--- config.mk ---
export PLATFORM = sky130hd
export DESIGN_NAME = mist_base
export DESIGN_NICKNAME = d
export VERILOG_FILES = /design/src/logic/base_pkg.sv /design/src/logic/mist_base.sv /design/src/logic/rom_download.sv /design/src/logic/spi_byte_rx.sv /design/src/logic/user_cfg.sv /design/src/logic/video_out.sv
export VERILOG_INCLUDE_DIRS = /design/src /design/src/logic
export SDC_FILE = /design/constraint.sdc
export NUM_CORES = 1
export LEC_CHECK = 0
export ABC_AREA = 1
export BUFFER_PORTS_ARGS = -buffer_cell sky130_fd_sc_hd__buf_2
export CORE_MARGIN = 1.5
export CORE_UTILIZATION = 55
export CTS_CLUSTER_DIAMETER = 80
export CTS_CLUSTER_SIZE = 12
export DETAILED_ROUTE_END_ITERATION = 7
export MAX_ROUTING_LAYER = met4
export PLACE_DENSITY = 0.78
export SLEW_MARGIN = 25
export SYNTH_ARGS = -nofsm -noshare
export SYNTH_HDL_FRONTEND = slang
export SYNTH_HIERARCHICAL = 1
export SYNTH_SLANG_ARGS = --single-unit
--- constraint.sdc ---
create_clock -name clk_sys_i -period 4.3 [get_ports clk_sys_i]
set_input_delay 0.86 -clock clk_sys_i [delete_from_list [all_inputs] [get_ports clk_sys_i]]
set_output_delay 0.86 -clock clk_sys_i [all_outputs]
set_load 0.05 [all_outputs]
--- src/logic/base_config.svh ---
// ------------------------------------------------
// Board base configuration
// Fixed widths, I/O controller command codes and
// synchronizer depth for the SPI receivers
// ------------------------------------------------
`ifndef BASE_CONFIG_SVH
`define BASE_CONFIG_SVH

// ROM download address width
`define BASE_ADDR_W       22

// Commands sent on CONF_DATA0
`define BASE_CMD_JOY0     8'h01
`define BASE_CMD_JOY1     8'h02
`define BASE_CMD_VMODE    8'h03
`define BASE_CMD_STATUS   8'h1E

`define BASE_SYNC_STAGES  2   // Flops per SPI input

`endif

--- src/logic/base_pkg.sv ---
// ------------------------------------------------
// Board base types
// Vector types for bytes, words, addresses and
// colours, plus the configuration decoder states
// ------------------------------------------------
`include "base_config.svh"

package base_pkg;

    typedef logic [7:0]  byte_t;     // SPI byte
    typedef logic [31:0] word32_t;   // Joystick or status word

    typedef logic [`BASE_ADDR_W-1:0] ioctl_addr_t;

    // Colour components
    typedef logic [3:0] color4_t;    // Game side
    typedef logic [5:0] color6_t;    // VGA side

    // Configuration command decoder
    typedef enum logic [1:0] {
        CFG_CMD,    // Waiting for command byte
        CFG_DATA,   // Collecting payload
        CFG_SKIP    // Ignore rest of select
    } cfg_state_t;

endpackage

--- src/logic/mist_base.sv ---
// ------------------------------------------------
// MiST board base
// Connects the ROM download and configuration SPI
// receivers and the video output stage
// ------------------------------------------------
`timescale 1ns/1ps

module mist_base
    import base_pkg::*;
(
    input  logic        clk_sys_i,
    input  logic        rst_n_i,
    // SPI from I/O controller
    input  logic        SPI_SCK_i,
    input  logic        SPI_DI_i,
    input  logic        SPI_SS2_i,
    input  logic        CONF_DATA0_i,
    // Game and scan-doubled video
    input  color4_t     game_r_i,
    input  color4_t     game_g_i,
    input  color4_t     game_b_i,
    input  color6_t     board_r_i,
    input  color6_t     board_g_i,
    input  color6_t     board_b_i,
    input  logic        hs_i,
    input  logic        vs_i,
    input  logic        board_hsync_i,
    input  logic        board_vsync_i,
    // ROM download
    output ioctl_addr_t ioctl_addr_o,
    output byte_t       ioctl_data_o,
    output logic        ioctl_wr_o,
    output logic        downloading_o,
    // Control words
    output word32_t     joystick1_o,
    output word32_t     joystick2_o,
    output word32_t     status_o,
    // VGA connector
    output color6_t     VGA_R_o,
    output color6_t     VGA_G_o,
    output color6_t     VGA_B_o,
    output logic        VGA_HS_o,
    output logic        VGA_VS_o
);

    logic  dl_valid, dl_first, dl_active;
    byte_t dl_data;
    logic  cfg_valid, cfg_first, cfg_active;
    byte_t cfg_data;
    logic  ypbpr, scandoubler_disable;

    spi_byte_rx u_spi_dl (
        .clk_sys_i    ( clk_sys_i ), .rst_n_i      ( rst_n_i   ),
        .sck_i        ( SPI_SCK_i ), .ss_n_i       ( SPI_SS2_i ),
        .sdi_i        ( SPI_DI_i  ), .byte_valid_o ( dl_valid  ),
        .first_byte_o ( dl_first  ), .ss_active_o  ( dl_active ),
        .byte_data_o  ( dl_data   )
    );

    spi_byte_rx u_spi_cfg (
        .clk_sys_i    ( clk_sys_i  ), .rst_n_i      ( rst_n_i      ),
        .sck_i        ( SPI_SCK_i  ), .ss_n_i       ( CONF_DATA0_i ),
        .sdi_i        ( SPI_DI_i   ), .byte_valid_o ( cfg_valid    ),
        .first_byte_o ( cfg_first  ), .ss_active_o  ( cfg_active   ),
        .byte_data_o  ( cfg_data   )
    );

    rom_download u_rom_download (
        .clk_sys_i     ( clk_sys_i     ), .rst_n_i      ( rst_n_i      ),
        .byte_valid_i  ( dl_valid      ), .first_byte_i ( dl_first     ),
        .ss_active_i   ( dl_active     ), .byte_data_i  ( dl_data      ),
        .ioctl_addr_o  ( ioctl_addr_o  ), .ioctl_data_o ( ioctl_data_o ),
        .ioctl_wr_o    ( ioctl_wr_o    ), .downloading_o( downloading_o )
    );

    user_cfg u_user_cfg (
        .clk_sys_i    ( clk_sys_i   ), .rst_n_i      ( rst_n_i     ),
        .byte_valid_i ( cfg_valid   ), .first_byte_i ( cfg_first   ),
        .ss_active_i  ( cfg_active  ), .byte_data_i  ( cfg_data    ),
        .joystick1_o  ( joystick1_o ), .joystick2_o  ( joystick2_o ),
        .status_o     ( status_o    ), .ypbpr_o      ( ypbpr       ),
        .scandoubler_disable_o ( scandoubler_disable )
    );

    video_out u_video_out (
        .clk_sys_i     ( clk_sys_i     ), .rst_n_i       ( rst_n_i       ),
        .game_r_i      ( game_r_i      ), .game_g_i      ( game_g_i      ),
        .game_b_i      ( game_b_i      ), .board_r_i     ( board_r_i     ),
        .board_g_i     ( board_g_i     ), .board_b_i     ( board_b_i     ),
        .hs_i          ( hs_i          ), .vs_i          ( vs_i          ),
        .board_hsync_i ( board_hsync_i ), .board_vsync_i ( board_vsync_i ),
        .ypbpr_i       ( ypbpr         ),
        .scandoubler_disable_i ( scandoubler_disable ),
        .VGA_R_o       ( VGA_R_o       ), .VGA_G_o       ( VGA_G_o       ),
        .VGA_B_o       ( VGA_B_o       ), .VGA_HS_o      ( VGA_HS_o      ),
        .VGA_VS_o      ( VGA_VS_o      )
    );

endmodule

--- src/logic/rom_download.sv ---
// ------------------------------------------------
// ROM download
// Turns download bytes into ioctl write strobes
// with a per-session address counter
// ------------------------------------------------
`timescale 1ns/1ps

module rom_download
    import base_pkg::*;
(
    input  logic        clk_sys_i,
    input  logic        rst_n_i,
    input  logic        byte_valid_i,
    input  logic        first_byte_i,
    input  logic        ss_active_i,
    input  byte_t       byte_data_i,
    output ioctl_addr_t ioctl_addr_o,
    output byte_t       ioctl_data_o,
    output logic        ioctl_wr_o,
    output logic        downloading_o
);

    ioctl_addr_t next_addr;   // Address of following byte

    always_ff @(posedge clk_sys_i) begin
        if (!rst_n_i) begin
            ioctl_wr_o    <= 1'b0;
            downloading_o <= 1'b0;
            next_addr     <= '0;
            ioctl_addr_o  <= '0;
        end else begin
            ioctl_wr_o <= byte_valid_i;
            if (!ss_active_i)
                downloading_o <= 1'b0;   // Session over
            else if (byte_valid_i)
                downloading_o <= 1'b1;
            if (byte_valid_i) begin
                if (first_byte_i) begin
                    ioctl_addr_o <= '0;   // New session restarts at 0
                    next_addr    <= ioctl_addr_t'(1);
                end else begin
                    ioctl_addr_o <= next_addr;
                    next_addr    <= next_addr + ioctl_addr_t'(1);
                end
            end
        end
    end

    always_ff @(posedge clk_sys_i) begin
        if (byte_valid_i)
            ioctl_data_o <= byte_data_i;
    end

    a_wr_while_dl: assert property (
        @(posedge clk_sys_i) disable iff (!rst_n_i)
        ioctl_wr_o |-> downloading_o
    );

endmodule

--- src/logic/spi_byte_rx.sv ---
// ------------------------------------------------
// SPI byte receiver
// Oversamples SCK, select and data in the system
// clock, assembles MSB-first bytes and flags the
// first byte after each select
// ------------------------------------------------
`timescale 1ns/1ps
`include "base_config.svh"

module spi_byte_rx
    import base_pkg::*;
(
    input  logic  clk_sys_i,
    input  logic  rst_n_i,
    input  logic  sck_i,
    input  logic  ss_n_i,
    input  logic  sdi_i,
    output logic  byte_valid_o,
    output logic  first_byte_o,
    output logic  ss_active_o,
    output byte_t byte_data_o
);

    localparam int MSB = `BASE_SYNC_STAGES - 1;

    logic [MSB:0] sck_sync;
    logic [MSB:0] ss_sync;
    logic [MSB:0] sdi_sync;
    logic         sck_prev;
    logic [2:0]   bit_cnt;
    logic         first_pend;   // Next byte is first of select
    logic [6:0]   shift_q;

    wire sck_rise = sck_sync[MSB] & ~sck_prev;
    wire ss_live  = ~ss_sync[MSB];
    wire sdi_s    = sdi_sync[MSB];

    always_ff @(posedge clk_sys_i) begin
        if (!rst_n_i) begin
            sck_sync     <= '0;
            ss_sync      <= '1;     // Select idle
            sdi_sync     <= '0;
            sck_prev     <= 1'b0;
            ss_active_o  <= 1'b0;
            byte_valid_o <= 1'b0;
            bit_cnt      <= 3'd0;
            first_pend   <= 1'b1;
        end else begin
            sck_sync     <= {sck_sync[MSB-1:0], sck_i};
            ss_sync      <= {ss_sync[MSB-1:0], ss_n_i};
            sdi_sync     <= {sdi_sync[MSB-1:0], sdi_i};
            sck_prev     <= sck_sync[MSB];
            ss_active_o  <= ss_live;   // Aligned with byte_valid_o
            byte_valid_o <= 1'b0;
            if (!ss_live) begin
                bit_cnt    <= 3'd0;     // Partial byte dropped
                first_pend <= 1'b1;
            end else if (sck_rise) begin
                bit_cnt <= bit_cnt + 3'd1;
                if (bit_cnt == 3'd7) begin
                    byte_valid_o <= 1'b1;
                    first_pend   <= 1'b0;
                end
            end
        end
    end

    // Data path
    always_ff @(posedge clk_sys_i) begin
        if (ss_live && sck_rise) begin
            shift_q <= {shift_q[5:0], sdi_s};
            if (bit_cnt == 3'd7) begin
                byte_data_o  <= {shift_q, sdi_s};
                first_byte_o <= first_pend;
            end
        end
    end

    a_valid_in_select: assert property (
        @(posedge clk_sys_i) disable iff (!rst_n_i)
        byte_valid_o |-> ss_active_o
    );

endmodule

--- src/logic/user_cfg.sv ---
// ------------------------------------------------
// User configuration decoder
// Loads joystick, status and video-mode registers
// from command bytes sent on CONF_DATA0
// ------------------------------------------------
`timescale 1ns/1ps
`include "base_config.svh"

module user_cfg
    import base_pkg::*;
(
    input  logic    clk_sys_i,
    input  logic    rst_n_i,
    input  logic    byte_valid_i,
    input  logic    first_byte_i,
    input  logic    ss_active_i,
    input  byte_t   byte_data_i,
    output word32_t joystick1_o,
    output word32_t joystick2_o,
    output word32_t status_o,
    output logic    ypbpr_o,
    output logic    scandoubler_disable_o
);

    cfg_state_t  state_q;
    byte_t       cmd_q;
    logic [1:0]  cnt_q;     // Data bytes taken so far
    logic [23:0] hold_q;    // Upper three bytes of word
    logic        cmd_known;

    wire word32_t word = {hold_q, byte_data_i};

    always_comb begin
        case (byte_data_i)
            `BASE_CMD_JOY0, `BASE_CMD_JOY1,
            `BASE_CMD_STATUS, `BASE_CMD_VMODE: cmd_known = 1'b1;
            default:                           cmd_known = 1'b0;
        endcase
    end

    always_ff @(posedge clk_sys_i) begin
        if (!rst_n_i) begin
            state_q               <= CFG_CMD;
            cnt_q                 <= 2'd0;
            joystick1_o           <= '0;
            joystick2_o           <= '0;
            status_o              <= '0;
            ypbpr_o               <= 1'b0;
            scandoubler_disable_o <= 1'b0;
        end else if (!ss_active_i) begin
            state_q <= CFG_CMD;
            cnt_q   <= 2'd0;
        end else if (byte_valid_i) begin
            case (state_q)
                CFG_CMD: begin
                    cnt_q   <= 2'd0;
                    state_q <= (first_byte_i && cmd_known) ? CFG_DATA : CFG_SKIP;
                end
                CFG_DATA: begin
                    cnt_q <= cnt_q + 2'd1;
                    if (cmd_q == `BASE_CMD_VMODE) begin
                        ypbpr_o               <= byte_data_i[0];
                        scandoubler_disable_o <= byte_data_i[1];
                        state_q               <= CFG_SKIP;
                    end else if (cnt_q == 2'd3) begin
                        // Joystick ports are swapped on this board
                        case (cmd_q)
                            `BASE_CMD_JOY0: joystick2_o <= word;
                            `BASE_CMD_JOY1: joystick1_o <= word;
                            default:        status_o    <= word;
                        endcase
                        state_q <= CFG_SKIP;
                    end
                end
                CFG_SKIP: state_q <= CFG_SKIP;   // Wait for select to end
                default:  state_q <= CFG_SKIP;
            endcase
        end
    end

    // Command and MSB-first word assembly
    always_ff @(posedge clk_sys_i) begin
        if (byte_valid_i) begin
            if (state_q == CFG_CMD)
                cmd_q <= byte_data_i;
            hold_q <= {hold_q[15:0], byte_data_i};
        end
    end

    a_idle_on_deselect: assert property (
        @(posedge clk_sys_i) disable iff (!rst_n_i)
        !ss_active_i |=> state_q == CFG_CMD
    );

endmodule

--- src/logic/video_out.sv ---
// ------------------------------------------------
// Video output stage
// Picks game or scan-doubled colour, builds the
// composite sync and converts to YPbPr on demand,
// all in one register stage
// ------------------------------------------------
`timescale 1ns/1ps

module video_out
    import base_pkg::*;
(
    input  logic    clk_sys_i,
    input  logic    rst_n_i,
    input  color4_t game_r_i,
    input  color4_t game_g_i,
    input  color4_t game_b_i,
    input  color6_t board_r_i,
    input  color6_t board_g_i,
    input  color6_t board_b_i,
    input  logic    hs_i,
    input  logic    vs_i,
    input  logic    board_hsync_i,
    input  logic    board_vsync_i,
    input  logic    ypbpr_i,
    input  logic    scandoubler_disable_i,
    output color6_t VGA_R_o,
    output color6_t VGA_G_o,
    output color6_t VGA_B_o,
    output logic    VGA_HS_o,
    output logic    VGA_VS_o
);

    color6_t            red, green, blue;
    color6_t            luma;
    logic [7:0]         luma_sum;
    logic signed [6:0]  b_diff, r_diff;
    logic signed [6:0]  pb_full, pr_full;
    logic               hsync, vsync, csync;

    always_comb begin
        // Bypass repeats the top bits to fill 6 bits
        red   = scandoubler_disable_i ? {game_r_i, game_r_i[3:2]} : board_r_i;
        green = scandoubler_disable_i ? {game_g_i, game_g_i[3:2]} : board_g_i;
        blue  = scandoubler_disable_i ? {game_b_i, game_b_i[3:2]} : board_b_i;
        hsync = scandoubler_disable_i ? ~hs_i : board_hsync_i;
        vsync = scandoubler_disable_i ? ~vs_i : board_vsync_i;
        csync = ~(hsync ^ vsync);

        luma_sum = {2'b00, red} + {1'b0, green, 1'b0} + {2'b00, blue};
        luma     = luma_sum[7:2];
        b_diff   = $signed({1'b0, blue}) - $signed({1'b0, luma});
        r_diff   = $signed({1'b0, red})  - $signed({1'b0, luma});
        pb_full  = 7'sd32 + (b_diff >>> 1);   // Stays within 0..63
        pr_full  = 7'sd32 + (r_diff >>> 1);
    end

    always_ff @(posedge clk_sys_i) begin
        if (!rst_n_i) begin
            VGA_R_o  <= '0;
            VGA_G_o  <= '0;
            VGA_B_o  <= '0;
            VGA_HS_o <= 1'b0;
            VGA_VS_o <= 1'b0;
        end else begin
            VGA_R_o <= ypbpr_i ? pr_full[5:0] : red;
            VGA_G_o <= ypbpr_i ? luma         : green;
            VGA_B_o <= ypbpr_i ? pb_full[5:0] : blue;
            // SCART cables want composite sync on HS and VCC on VS
            VGA_HS_o <= (scandoubler_disable_i | ypbpr_i) ? csync : hsync;
            VGA_VS_o <= (scandoubler_disable_i | ypbpr_i) ? 1'b1  : vsync;
        end
    end

endmodule

==> summary.md <==
| Metric | Value |
|---|---|
| Status | complete, no violations |
| Crit path buf inv count | 4 |
| Core area | 0.0201 mm² |
| Worst Setup EP | u_video_out/VGA_R_o[4] |
| CTS Sinks | 266 |
| Most common cell after layout, fill and taps aside | nand2_1 |
| Synth Register Bits | 266 |
| Critical path class | reg -> reg |
| Tot Pwr | 5.07 mW |
| RSZ-0062 raised after global routing | false |
| GP Congestion | 0.959 |
| Port buffer count | 187 |
| Tmin final | 3780 ps |
| Grt total ovfl | 0 |
| R2R setup slack | 520 ps |
| Placed insts | 1,830 |
| Critical Path Sink Type | register |
| Cts hold-fix bufs | 0 |
| H-tree Lvls | 1 |
| Syn_area_per_cell | 7.93 µm² |
| CP Cell Sequence | buf_4, nand2_1, inv_1, a21oi_1, inv_1, fa_1, ha_1, xor2_1, inv_1, ha_1, nand3_1, nand2_1, nand3_1, nand2_1, nand2_2, nand3_1, nand2_1, nor2_1, nor2_1 |
| Area Growth Syn to Fin | 16.4% |
| Crit path top cell by count | nand2_1 |
| Ports | 188 |
| EDFF count, synth | 72 |
| Slowest cell delay on critical path | 500 ps |
| Asr flop ratio synth | 0 |
| Vias | 9,309 |
| Mapped cell area | 0.0112 mm² |
| Peak supply drop | 0.000245 V |
| DR pass1 iterations | 5 |
| Vias per std cell | 4.96 |
| Hold WC Path Type | reg -> reg |
| DPL Wire Length | 17,700 µm |
| Clk Latency, worst-skew pair | 530 ps |
| Ys flop type | dfxtp_1 |
| CP delay by family, top | adder cells |
| Clock Skews | 20.0 ps |
| Largest net degree at the start of global routing | 89 |
| Die Span X | 146 µm |
| Fraction of layout cells with a size suffix above 1 | 0.172 |
| CP max stage cell | fa_1 |
| F_max | 265 MHz |
| WP depth | 19 |
| Crit start category | register |
| Post-synthesis net count | 1,483 |
| Initial drt markers | 568 |
| DIE HEIGHT | 146 µm |
| Worst Path Required | 4700 ps |
| Final period util | 0.879 |
| Critical Path Source | u_user_cfg/scandoubler_disable_o |
| CTS Buf Count | 26 |
| Reg2reg start | u_user_cfg/scandoubler_disable_o |
| Final Net Count | 1,655 |
| Remaining antenna violation count | 0 |
| Crit path DAT | 4180 ps |
| Final Hold Fails | 0 |
| Setup_tns | 0 ps |
| Ant diodes | 0 |
| Post-CTS Setup Inserts | 0 |
| Post-synthesis cell count | 1,416 |
| DR WL/cell | 13.6 µm |
| Synthesis Warnings | 6 |
| Sequential area share after synthesis | 0.538 |
| Clk root buf | clkbuf_16 |
| Number of global-route vias before repair | 8,521 |
| Critical path peak fanout | 10 |
| Antenna violations before repair | 0 |
| Effective utilization at floorplan | 0.559 |
| Clock transition at path regs | 60 ps |
| Die Area | 0.0213 mm² |
| CTS Buffer Depth | 3 |
| Total routed wirelength | 25,400 µm |
| FF-to-FF path depth | 19 |
| Worst-Margin Slew | 888 ps |
| CTS resizes | 0 |
| CTS tree | yes |
| Most frequent cells in the layout | nand2_1 (343), nor2_1 (281), dfxtp_1 (193), inv_1 (188), buf_2 (186) |
| Worst R2R End | u_video_out/VGA_R_o[4] |
| Rows | 52 |
| Post-route insts no fill | 1,875 |
| Unique masters post-synth | 39 |
| Power Density | 388 mW/mm² |
| Pleak | 6.40 nW |
| Overall Global Routing Usage | 0.242 |
| Slew headroom | 0.408 |
| DR DRC count | 0 |
| Final setup fails | 0 |
| Max-Cap Viols | 0 |
| Fin. max-slew vios | 0 |
| First-pass GRT wire length | 41,100 µm |
-- area by class of cell --
| cell class | instances | area, µm² |
|---|---|---|
| inverter | 193 | 729 |
| timing repair buffer | 193 | 983 |
| tap | 270 | 338 |
| sequential | 266 | 6050 |
| clock inverter | 2 | 27.5 |
| clock buffer | 43 | 714 |
| fill | 1726 | 7030 |
| multi-input combinational | 908 | 4240 |
-- stage by stage --
stage                     cell area, µm²  setup slack, ps  utilization  hold slack, ps
after floorplan                    11200              707            -             390
after global placement             12300              372        0.613             393
after detailed placement           12300              287        0.613             400
after CTS                          13100              528        0.650             414
after global routing               13100              146        0.650             421
final                              13100              521        0.650             411
-- Yosys cell counts (2+ instances only) --
cell | count | share of area
a21oi_1 | 54 | 0.024
a21oi_2 | 4 | 0.0031
a31oi_1 | 2 | 0.0011
buf_1 | 4 | 0.0013
buf_2 | 21 | 0.0094
clkbuf_1 | 22 | 0.0074
dfxtp_1 | 194 | 0.35
edfxtp_1 | 72 | 0.19
fa_1 | 8 | 0.014
ha_1 | 19 | 0.021
inv_1 | 188 | 0.063
inv_2 | 4 | 0.0013
nand2_1 | 343 | 0.11
nand2_2 | 16 | 0.0089
nand2_4 | 2 | 0.0020
nand3_1 | 95 | 0.042
nand3_2 | 7 | 0.0062
nand4_1 | 3 | 0.0017
nor2_1 | 282 | 0.094
nor2_2 | 8 | 0.0045
nor2_4 | 3 | 0.0030
nor3_1 | 6 | 0.0027
o211ai_1 | 5 | 0.0033
o21a_1 | 2 | 0.0013
o21ai_0 | 29 | 0.013
o21ai_1 | 2 | 0.00089
o21bai_1 | 3 | 0.0020
or2_2 | 4 | 0.0022
xnor2_1 | 2 | 0.0016
xor2_1 | 3 | 0.0023
-- kinds of logic (layout without fill, tap and decap cells) --
logic type | Yosys count | after routing | synth area share
DFF | 266 | 266 | 0.538
adders and majority gates | 27 | 27 | 0.0354
buffers and inverters | 242 | 431 | 0.0847
AOI/OAI and AO/OA | 103 | 103 | 0.0504
and+or+nand+nor | 773 | 773 | 0.287
xor gates and xnor gates | 5 | 5 | 0.00390
-- registers in the layout, summed over array words and instances (netlist names), 6 cells and up --
signal and cells:
u_spi_dl/shift_q 7, u_rom_download/next_addr 22, u_spi_cfg/byte_data_o 8, u_user_cfg/hold_q 24, u_video_out/VGA_B_o 6, u_spi_cfg/shift_q 7, u_user_cfg/status_o 32, u_video_out/VGA_G_o 6
u_user_cfg/joystick2_o 32, u_user_cfg/cmd_q 8, u_user_cfg/joystick1_o 32, u_rom_download/ioctl_addr_o 22, u_video_out/VGA_R_o 6, u_spi_dl/byte_data_o 8, u_rom_download/ioctl_data_o 8
-- how the worst min path moves through the flow --
stage                                       start                              to  slack, ps  cells past startpoint
after floorplan             u_spi_cfg/sck_sync[0]           u_spi_cfg/sck_sync[1]        390                      2
after global placement       u_spi_dl/sck_sync[0]            u_spi_dl/sck_sync[1]        390                      2
after detailed placement      u_spi_dl/ss_sync[0]             u_spi_dl/ss_sync[1]        400                      1
after CTS                     u_spi_dl/ss_sync[0]             u_spi_dl/ss_sync[1]        410                      1
after global routing      u_spi_dl/byte_data_o[5]  u_rom_download/ioctl_data_o[5]        420                      0
final                        u_spi_cfg/ss_sync[0]            u_spi_cfg/ss_sync[1]        410                      1
-- layer usage --
layer / up-vias / track usage / wire length [µm]
met1: 4216 / 0.314 / 11400
met3: 39 / 0.0411 / 1750
met5: - / - / 0
met2: 325 / 0.392 / 11700
li1: 4729 / - / -
met4: 0 / 0.0684 / 558
-- report_power, final --
| group | internal, mW | switching, mW | leakage [nW] | total [mW] |
|---|---|---|---|---|
| Clock | 1.13 | 0.895 | 0.353 | 2.03 |
| Combinational | 0.158 | 0.306 | 3.83 | 0.463 |
| Sequential | 2.58 | 0.00846 | 2.22 | 2.59 |
Note: power is estimated with default switching activity, not from simulation.
